`src/rv_pkg.sv`:
```
package rv_pkg;

    localparam int xlen       = 32;
    localparam int reg_addr_w = 5;

    // major opcodes
    localparam logic [6:0] op_r      = 7'b0110011;
    localparam logic [6:0] op_i      = 7'b0010011;
    localparam logic [6:0] op_s      = 7'b0100011;
    localparam logic [6:0] op_b      = 7'b1100011;
    localparam logic [6:0] op_jal    = 7'b1101111;
    localparam logic [6:0] op_jalr   = 7'b1100111;
    localparam logic [6:0] op_lui    = 7'b0110111;
    localparam logic [6:0] op_auipc  = 7'b0010111;
    localparam logic [6:0] op_system = 7'b1110011;

    localparam logic [2:0] f3_add_sub = 3'b000;
    localparam logic [2:0] f3_addi    = 3'b000;
    localparam logic [2:0] f3_bne     = 3'b001;
    localparam logic [2:0] f3_sw      = 3'b010;
    localparam logic [2:0] f3_jalr    = 3'b000;

    localparam logic [6:0] f7_add = 7'b0000000;
    localparam logic [6:0] f7_sub = 7'b0100000;

    localparam logic [xlen-1:0] inst_ebreak = 32'h0010_0073;

    typedef enum logic [1:0] {
        alu_add,
        alu_sub,
        alu_and
    } alu_op_e;

    typedef enum logic [2:0] {
        imm_i,
        imm_s,
        imm_b,
        imm_u,
        imm_j
    } imm_sel_e;

    typedef enum logic [1:0] {
        src_reg,     // rs1, rs2
        src_imm,     // rs1, imm
        src_pc_imm,  // pc, imm
        src_pc_four  // pc, 4
    } src_sel_e;

    typedef struct packed {
        logic [6:0]            funct7;
        logic [reg_addr_w-1:0] rs2;
        logic [reg_addr_w-1:0] rs1;
        logic [2:0]            funct3;
        logic [reg_addr_w-1:0] rd;
        logic [6:0]            opcode;
    } r_fmt_t;

    typedef struct packed {
        logic [11:0]           imm_11_0;
        logic [reg_addr_w-1:0] rs1;
        logic [2:0]            funct3;
        logic [reg_addr_w-1:0] rd;
        logic [6:0]            opcode;
    } i_fmt_t;

    typedef struct packed {
        logic [6:0]            imm_11_5;
        logic [reg_addr_w-1:0] rs2;
        logic [reg_addr_w-1:0] rs1;
        logic [2:0]            funct3;
        logic [4:0]            imm_4_0;
        logic [6:0]            opcode;
    } s_fmt_t;

    typedef struct packed {
        logic                  imm_12;
        logic [5:0]            imm_10_5;
        logic [reg_addr_w-1:0] rs2;
        logic [reg_addr_w-1:0] rs1;
        logic [2:0]            funct3;
        logic [3:0]            imm_4_1;
        logic                  imm_11;
        logic [6:0]            opcode;
    } b_fmt_t;

    typedef struct packed {
        logic [19:0]           imm_31_12;
        logic [reg_addr_w-1:0] rd;
        logic [6:0]            opcode;
    } u_fmt_t;

    typedef struct packed {
        logic                  imm_20;
        logic [9:0]            imm_10_1;
        logic                  imm_11;
        logic [7:0]            imm_19_12;
        logic [reg_addr_w-1:0] rd;
        logic [6:0]            opcode;
    } j_fmt_t;

    typedef union packed {
        r_fmt_t r_fmt;
        i_fmt_t i_fmt;
        s_fmt_t s_fmt;
        b_fmt_t b_fmt;
        u_fmt_t u_fmt;
        j_fmt_t j_fmt;
    } inst_t;

endpackage

```
`src/rv_alu.sv`:
```
`timescale 1ns/100ps

module rv_alu (
    input  rv_pkg::alu_op_e         op,
    input  logic [rv_pkg::xlen-1:0] a,
    input  logic [rv_pkg::xlen-1:0] b,
    output logic [rv_pkg::xlen-1:0] result,
    output logic                    zero
);
    import rv_pkg::*;

    always_comb begin
        case (op)
            alu_add: result = a + b;
            alu_sub: result = a - b;
            alu_and: result = a & b;
            default: result = '0;
        endcase
    end

    assign zero = (result == '0); // bne taken when low

endmodule

```
`src/rv_core.sv`:
```
`timescale 1ns/100ps

module rv_core #(
    parameter logic [rv_pkg::xlen-1:0] reset_pc = '0
) (
    input  logic                    clk,
    input  logic                    arst_n,
    input  logic [rv_pkg::xlen-1:0] imem_data,
    output logic [rv_pkg::xlen-1:0] imem_addr,
    output logic                    store_en,
    output logic [rv_pkg::xlen-1:0] store_addr,
    output logic [rv_pkg::xlen-1:0] store_data,
    output logic                    halted,
    output logic                    illegal_inst
);
    import rv_pkg::*;

    logic [xlen-1:0]       pc;
    logic [reg_addr_w-1:0] reg1_raddr;
    logic [reg_addr_w-1:0] reg2_raddr;
    logic [reg_addr_w-1:0] reg_waddr;
    logic                  reg_wen;
    imm_sel_e              imm_sel;
    alu_op_e               alu_op;
    src_sel_e              src_sel;
    logic                  branch;
    logic                  jump;
    logic                  jalr;
    logic                  store;
    logic                  halt_req;
    logic [xlen-1:0]       imm;
    logic [xlen-1:0]       rs1_data;
    logic [xlen-1:0]       rs2_data;
    logic [xlen-1:0]       opnd_a;
    logic [xlen-1:0]       opnd_b;
    logic [xlen-1:0]       result;
    logic                  zero;
    logic [xlen-1:0]       jalr_target;

    rv_fetch #(
        .reset_pc (reset_pc)
    ) u_fetch (
        .clk         (clk),
        .arst_n      (arst_n),
        .branch      (branch),
        .jump        (jump),
        .jalr        (jalr),
        .zero        (zero),
        .halt_req    (halt_req),
        .imm         (imm),
        .jalr_target (jalr_target),
        .pc          (pc),
        .halted      (halted)
    );

    rv_ctrl u_ctrl (
        .inst       (inst_t'(imem_data)),
        .reg_wen    (reg_wen),
        .reg_waddr  (reg_waddr),
        .reg1_raddr (reg1_raddr),
        .reg2_raddr (reg2_raddr),
        .imm_sel    (imm_sel),
        .alu_op     (alu_op),
        .src_sel    (src_sel),
        .branch     (branch),
        .jump       (jump),
        .jalr       (jalr),
        .store      (store),
        .halt_req   (halt_req),
        .illegal    (illegal_inst)
    );

    rv_imm_gen u_imm_gen (
        .inst    (inst_t'(imem_data)),
        .imm_sel (imm_sel),
        .imm     (imm)
    );

    rv_regfile u_regfile (
        .clk    (clk),
        .arst_n (arst_n),
        .raddr1 (reg1_raddr),
        .raddr2 (reg2_raddr),
        .waddr  (reg_waddr),
        .wen    (reg_wen && !halted),
        .wdata  (result),
        .rdata1 (rs1_data),
        .rdata2 (rs2_data)
    );

    // operand muxes
    assign opnd_a = (src_sel == src_pc_imm || src_sel == src_pc_four) ? pc : rs1_data;

    always_comb begin
        case (src_sel)
            src_reg:     opnd_b = rs2_data;
            src_pc_four: opnd_b = xlen'(4);
            default:     opnd_b = imm;
        endcase
    end

    rv_alu u_alu (
        .op     (alu_op),
        .a      (opnd_a),
        .b      (opnd_b),
        .result (result),
        .zero   (zero)
    );

    // alu busy with the link value, target needs its own adder
    assign jalr_target = rs1_data + imm;

    assign imem_addr  = pc;
    assign store_en   = store && !halted && arst_n;
    assign store_addr = result;
    assign store_data = rs2_data;

endmodule

```
`src/rv_ctrl.sv`:
```
`timescale 1ns/100ps

module rv_ctrl (
    input  rv_pkg::inst_t                   inst,
    output logic                            reg_wen,
    output logic [rv_pkg::reg_addr_w-1:0]   reg_waddr,
    output logic [rv_pkg::reg_addr_w-1:0]   reg1_raddr,
    output logic [rv_pkg::reg_addr_w-1:0]   reg2_raddr,
    output rv_pkg::imm_sel_e                imm_sel,
    output rv_pkg::alu_op_e                 alu_op,
    output rv_pkg::src_sel_e                src_sel,
    output logic                            branch,
    output logic                            jump,
    output logic                            jalr,
    output logic                            store,
    output logic                            halt_req,
    output logic                            illegal
);
    import rv_pkg::*;

    logic [6:0]            opcode;
    logic [2:0]            funct3;
    logic [6:0]            funct7;
    logic [reg_addr_w-1:0] rd;
    logic [reg_addr_w-1:0] rs1;
    logic [reg_addr_w-1:0] rs2;

    // common fields sit at the same place in every format
    assign opcode = inst.r_fmt.opcode;
    assign funct3 = inst.r_fmt.funct3;
    assign funct7 = inst.r_fmt.funct7;
    assign rd     = inst.r_fmt.rd;
    assign rs1    = inst.r_fmt.rs1;
    assign rs2    = inst.r_fmt.rs2;

    always_comb begin
        reg_wen    = 1'b0;
        reg_waddr  = '0;
        reg1_raddr = '0;
        reg2_raddr = '0;
        imm_sel    = imm_i;
        alu_op     = alu_and;
        src_sel    = src_reg;
        branch     = 1'b0;
        jump       = 1'b0;
        jalr       = 1'b0;
        store      = 1'b0;
        halt_req   = 1'b0;
        illegal    = 1'b0;
        case (opcode)
            op_r: begin
                if (funct3 == f3_add_sub && (funct7 == f7_add || funct7 == f7_sub)) begin
                    reg_wen    = 1'b1;
                    reg_waddr  = rd;
                    reg1_raddr = rs1;
                    reg2_raddr = rs2;
                    alu_op     = (funct7 == f7_sub) ? alu_sub : alu_add;
                end else begin
                    illegal = 1'b1;
                end
            end
            op_i: begin
                if (funct3 == f3_addi) begin
                    reg_wen    = 1'b1;
                    reg_waddr  = rd;
                    reg1_raddr = rs1;
                    alu_op     = alu_add;
                    src_sel    = src_imm;
                end else begin
                    illegal = 1'b1;
                end
            end
            op_b: begin
                if (funct3 == f3_bne) begin
                    reg1_raddr = rs1;
                    reg2_raddr = rs2;
                    imm_sel    = imm_b;
                    alu_op     = alu_sub; // zero flag compares rs1, rs2
                    branch     = 1'b1;
                end else begin
                    illegal = 1'b1;
                end
            end
            op_s: begin
                if (funct3 == f3_sw) begin
                    reg1_raddr = rs1;
                    reg2_raddr = rs2; // store data
                    imm_sel    = imm_s;
                    alu_op     = alu_add;
                    src_sel    = src_imm;
                    store      = 1'b1;
                end else begin
                    illegal = 1'b1;
                end
            end
            op_jal: begin
                reg_wen   = 1'b1;
                reg_waddr = rd;
                imm_sel   = imm_j;
                alu_op    = alu_add;
                src_sel   = src_pc_four; // link
                jump      = 1'b1;
            end
            op_jalr: begin
                if (funct3 == f3_jalr) begin
                    reg_wen    = 1'b1;
                    reg_waddr  = rd;
                    reg1_raddr = rs1;
                    imm_sel    = imm_i;
                    alu_op     = alu_add;
                    src_sel    = src_pc_four;
                    jump       = 1'b1;
                    jalr       = 1'b1;
                end else begin
                    illegal = 1'b1;
                end
            end
            op_lui: begin
                reg_wen   = 1'b1;
                reg_waddr = rd;
                imm_sel   = imm_u;
                alu_op    = alu_add;
                src_sel   = src_imm; // x0 + imm
            end
            op_auipc: begin
                reg_wen   = 1'b1;
                reg_waddr = rd;
                imm_sel   = imm_u;
                alu_op    = alu_add;
                src_sel   = src_pc_imm;
            end
            op_system: begin
                if (inst == inst_ebreak) halt_req = 1'b1;
                else                     illegal  = 1'b1;
            end
            default: illegal = 1'b1;
        endcase
    end

endmodule

```
`src/rv_fetch.sv`:
```
`timescale 1ns/100ps

module rv_fetch #(
    parameter logic [rv_pkg::xlen-1:0] reset_pc = '0
) (
    input  logic                    clk,
    input  logic                    arst_n,
    input  logic                    branch,
    input  logic                    jump,
    input  logic                    jalr,
    input  logic                    zero,
    input  logic                    halt_req,
    input  logic [rv_pkg::xlen-1:0] imm,
    input  logic [rv_pkg::xlen-1:0] jalr_target,
    output logic [rv_pkg::xlen-1:0] pc,
    output logic                    halted
);
    import rv_pkg::*;

    logic [xlen-1:0] next_pc;

    always_comb begin
        if (halt_req || halted)         next_pc = pc;
        else if (jalr)                  next_pc = {jalr_target[xlen-1:1], 1'b0};
        else if (jump || (branch && !zero)) next_pc = pc + imm;
        else                            next_pc = pc + xlen'(4);
    end

    always_ff @(posedge clk or negedge arst_n) begin
        if (!arst_n) begin
            pc     <= reset_pc;
            halted <= 1'b0;
        end else begin
            pc <= next_pc;
            if (halt_req) halted <= 1'b1; // sticky until reset
        end
    end

endmodule

```
`src/rv_imm_gen.sv`:
```
`timescale 1ns/100ps

module rv_imm_gen (
    input  rv_pkg::inst_t           inst,
    input  rv_pkg::imm_sel_e        imm_sel,
    output logic [rv_pkg::xlen-1:0] imm
);
    import rv_pkg::*;

    always_comb begin
        case (imm_sel)
            imm_i: imm = {{20{inst.i_fmt.imm_11_0[11]}}, inst.i_fmt.imm_11_0};
            imm_s: imm = {{20{inst.s_fmt.imm_11_5[6]}},
                          inst.s_fmt.imm_11_5,
                          inst.s_fmt.imm_4_0};
            imm_b: imm = {{19{inst.b_fmt.imm_12}},
                          inst.b_fmt.imm_12,
                          inst.b_fmt.imm_11,
                          inst.b_fmt.imm_10_5,
                          inst.b_fmt.imm_4_1,
                          1'b0}; // halfword offset
            imm_u: imm = {inst.u_fmt.imm_31_12, 12'b0};
            imm_j: imm = {{11{inst.j_fmt.imm_20}},
                          inst.j_fmt.imm_20,
                          inst.j_fmt.imm_19_12,
                          inst.j_fmt.imm_11,
                          inst.j_fmt.imm_10_1,
                          1'b0};
            default: imm = '0;
        endcase
    end

endmodule

```
`src/rv_regfile.sv`:
```
`timescale 1ns/100ps

module rv_regfile (
    input  logic                          clk,
    input  logic                          arst_n,
    input  logic [rv_pkg::reg_addr_w-1:0] raddr1,
    input  logic [rv_pkg::reg_addr_w-1:0] raddr2,
    input  logic [rv_pkg::reg_addr_w-1:0] waddr,
    input  logic                          wen,
    input  logic [rv_pkg::xlen-1:0]       wdata,
    output logic [rv_pkg::xlen-1:0]       rdata1,
    output logic [rv_pkg::xlen-1:0]       rdata2
);
    import rv_pkg::*;

    logic [xlen-1:0] regs [1:31]; // x0 has no storage

    always_ff @(posedge clk or negedge arst_n) begin
        if (!arst_n) begin
            for (int i = 1; i < 32; i++) begin
                regs[i] <= '0;
            end
        end else if (wen && waddr != '0) begin
            regs[waddr] <= wdata;
        end
    end

    // asynchronous reads
    always_comb begin
        rdata1 = '0;
        rdata2 = '0;
        if (raddr1 != '0) rdata1 = regs[raddr1];
        if (raddr2 != '0) rdata2 = regs[raddr2];
    end

endmodule

```
`config.mk`:
```
export PLATFORM = sky130hd
export DESIGN_NAME = rv_core
export DESIGN_NICKNAME = d
export VERILOG_FILES = /design/src/rv_pkg.sv /design/src/rv_alu.sv /design/src/rv_core.sv /design/src/rv_ctrl.sv /design/src/rv_fetch.sv /design/src/rv_imm_gen.sv /design/src/rv_regfile.sv
export SDC_FILE = /design/constraint.sdc
export NUM_CORES = 2
export LEC_CHECK = 0
export BUFFER_PORTS_ARGS = -buffer_cell sky130_fd_sc_hd__buf_2
export CAP_MARGIN = 20
export CELL_PAD_IN_SITES_DETAIL_PLACEMENT = 0
export CELL_PAD_IN_SITES_GLOBAL_PLACEMENT = 2
export CORE_MARGIN = 2
export CORE_UTILIZATION = 45
export DETAILED_ROUTE_END_ITERATION = 8
export PLACE_DENSITY = 0.88
export REMOVE_ABC_BUFFERS = 1
export SLEW_MARGIN = 25
export SYNTH_ARGS = -nofsm -noshare
export SYNTH_HDL_FRONTEND = slang
export SYNTH_HIERARCHICAL = 1
export SYNTH_SLANG_ARGS = --single-unit
```
`constraint.sdc`:
```
create_clock -name clk -period 9.12 [get_ports clk]
set_input_delay 0.456 -clock clk [delete_from_list [all_inputs] [get_ports clk]]
set_output_delay 0.456 -clock clk [all_outputs]
set_load 0.02 [all_outputs]
```
==> summary.md <==
| Metric | Value |
|---|---|
| Data required time at the worst endpoint | `8.66 ns` |
| WL per Instance | `31.9 um` |
| FP Rows | `138` |
| Crit Path Category | `primary input to output pin` |
| Initial antenna violation count | `10` |
| Port Buf Inserts | `132` |
| Global-route usage over all layers | `0.322` |
| Final Cycle Share | `0.957` |
| Initial cell density of the core | `0.455` |
| Htree depth | `3` |
| R2R cell count | `34` |
| Buf/Inv on CP | `9` |
| Syn Std Cell Area | `64600 um^2` |
| Crit path max fanout | `18` |
| Mapped Cells | `5166` |
| Clk pwr share | `0.433` |
| Final net count | `5611` |
| Die Y | `383 um` |
| Vias in the first global route | `48997` |
| FMAX | `115 MHz` |
| Die extent in x | `383 um` |
| Pleak | `0.0337 uW` |
| Post-synthesis register bit count | `1025` |
| Starting DRT DRC Count | `5516` |
| Psw | `3280 uW` |
| First-pass GRT wire length | `346000 um` |
| Skew final | `0.0933 ns` |
| Cell variety after synth | `121` |
| DR vias | `49121` |
| RD Place Congestion | `0.964` |
| Placed cells | `7252` |
| Internal | `8150 uW` |
| Startpoint Class | `primary input` |
| Final setup violation count | `0` |
| EDFF count, synth | `0` |
| Worst-path clk slew | `0.06 ns` |
| Final Hold Fails | `0` |
| Worst slew pin tran | `1.13 ns` |
| Max Buffers Root-to-Sink | `3` |
| Gr ovfl total | `0` |
| Outcome | `complete, no violations` |
| Clock Latency Late Sink | `0.80 ns` |
| Worst path max stage delay | `0.54 ns` |
| Arr. time, crit path | `8.27 ns` |
| Number of fillers in the final layout | `12144` |
| Switching Share | `0.287` |
| Final std cells w/o fill | `7457` |
| Final ANT Viol Nets | `0` |
| Comb pwr share | `0.149` |
| Root buffer cell | `clkbuf_16` |
| Layout area overhead | `15.2%` |
| CTS tree | `built` |
| Final worst path period need | `8.72 ns` |
| CTS sink cnt | `1025` |
| Final core utilization | `0.524` |
| Crit path max-delay family | `compound AO/OA/AOI/OAI gates` |
| Final WL | `238000 um` |
| R2R Path Start | `u_regfile/regs[418]` |
| RSZ-0062 raised after global routing | `false` |
| Rel. slew slack | `0.245` |
| Num CTS Buffers | `108` |
| Most common cell on crit path | `buf_4` |
| Asr flop ratio synth | `1.00` |
| Synth warn | `6` |
| Syn Area/Cell | `12.5 um^2` |
| Final count of pins violating max slew | `0` |
| Detailed Place HPWL | `156000 um` |
| Die area | `146000 um^2` |
| Pin count of the biggest net entering global routing | `163` |
| Worst Setup End Kind | `output pin` |
| Register area share after synthesis | `0.397` |
| Layout cells sized above 1 | `0.414` |
| Max-cap viol count | `0` |
| Power Density | `154 nW/um^2` |
| Core Region | `142000 um^2` |
| Sequential Power Share | `0.418` |
| Reg2reg end | `u_fetch/pc[19]` |
| Slowest stage cell on the critical path | `mux4_2` |
| Reg2Reg Setup Slack | `1.57 ns` |
| Pre-antenna DRT Iters | `5` |
| Most common flop cell mapped by yosys | `dfrtp_1` |
| # IOs | `133` |
| Residual DRC count | `0` |
| Hold Crit Class | `primary input to asynchronous set/reset pin` |
| Peak supply drop | `157 uV` |
| Number of vias per cell | `6.59` |
## sequential cells by signal, summed over array words and instances, names as in the netlist
signal	count
u_fetch/pc	32
u_regfile/regs	992
u_fetch/halted	1
## timing repair
action	in CTS	in global routing
endpoints found under the setup margin	0	35
resized for setup	0	18
hold buffers	1	0
hold endpoints to repair	71	0
setup buffers	0	2
## power by group through the flow
stage                     Sequential (uW)  Combinational (uW)  Clock [uW]
after global placement               4850                1660           0
after detailed placement             4850                1660           0
final                                4780                1700        4950
after global routing                 4780                1840        5180
after floorplan                      4830                 940           0
after CTS                            4770                1680        5000
## worst max path at each step
stage	startpoint	endpoint	slack, ns	cells after the start
after floorplan	imem_data[25]	u_fetch/pc[15]	-11.61	33
after global placement	imem_data[25]	u_fetch/pc[24]	-0.25	40
after detailed placement	imem_data[25]	u_fetch/pc[24]	-0.33	44
after CTS	imem_data[25]	store_addr[31]	0.28	35
after global routing	imem_data[25]	u_fetch/pc[19]	0.01	44
final	imem_data[25]	store_addr[31]	0.40	31
## cell usage after synthesis, types with 61 or more instances
cell         n  area share
dfrtp_1   1025        0.40
mux2_2     858        0.15
mux4_2     401        0.14
mux2_1     273       0.048
nand2_1    260       0.015
clkbuf_1   222       0.013
mux2i_1    200       0.031
a21oi_1    184       0.014
nor2_1     133      0.0077
buf_2      132       0.010
ha_1        99       0.019
nor2b_1     94      0.0091
o21ai_0     89      0.0069
nor3_1      77      0.0060
xnor2_1     64      0.0087
o211ai_1    61      0.0071
## routing by layer
layer,vias to the layer above,track usage,wire length (um)
met5,-,0,26
met4,4,0.161,13400
met3,538,0.0733,22400
met2,2438,0.479,105000
met1,25759,0.442,97600
li1,20382,-,-
## through the flow
stage | power, uW | setup TNS [ns] | setup WS [ns] | area, um^2 | hold WS, ns
floorplan | 5770 | -8960.44 | -11.61 | 62200 | 0.160
global placement | 6520 | -4.08 | -0.254 | 70300 | 0.480
detailed placement | 6520 | -6.46 | -0.328 | 70300 | 0.491
CTS | 11400 | 0 | 0.284 | 74200 | 0.324
global route | 11800 | 0 | 0.0115 | 74400 | 0.390
finish | 11400 | 0 | 0.396 | 74400 | 0.344
## worst register-to-register path: cells and delay by family, from the launching register on
family,cells,cell delay (ns)
buffers and inverters,4,0.58
DFF,1,0.41
adders and majority gates,1,0.33
xor gates and xnor gates,1,0.23
and+or+nand+nor,14,2.89
AOI/OAI and AO/OA,12,2.24
muxes,2,0.77
## cells by family (layout without fill, tap and decap cells)
group,Yosys count,in the layout,synth area share
xor+xnor,117,117,0.0159
buf+inv,521,920,0.0386
compound gates,826,826,0.0914
other cells,0,2,0
fa+ha+maj,103,103,0.0203
simple gates,837,837,0.0671
mux,1737,1737,0.369
flops,1025,1025,0.397
## area by class of cell
cell class              count  area [um^2]  area share
inverters                  49          184     0.00247
flip-flops and latches   1025        25600       0.345
well taps                1890         2360      0.0318
clock buffers             140         3010      0.0405
repair buffers            671         5310      0.0713
multi-input cells        3620        36900       0.496
diodes                      2         5.00   0.0000673
clock inverters            60          956      0.0129
## layout by cell type (no fill, tap or decap), drive strengths merged, types with 19 or more instances in the layout
cell type,n
o221ai,26
a31oi,54
nor2b,94
a22o,34
nand2b,26
o211ai,62
nand3,49
o22ai,22
nand4,25
nor2,135
and3,33
nand2,260
dfrtp,1025
o21ai,154
a21o,55
mux2i,200
clkinv,28
nor3,81
mux2,1136
and2,31
inv,53
a211oi,20
clkbuf,141
ha,99
xor2,53
xnor2,64
bufinv,19
a221oi,66
a21oi,190
o31ai,19
mux4,401
buf,669
No activity file was read; power rests on OpenSTA's default activity.
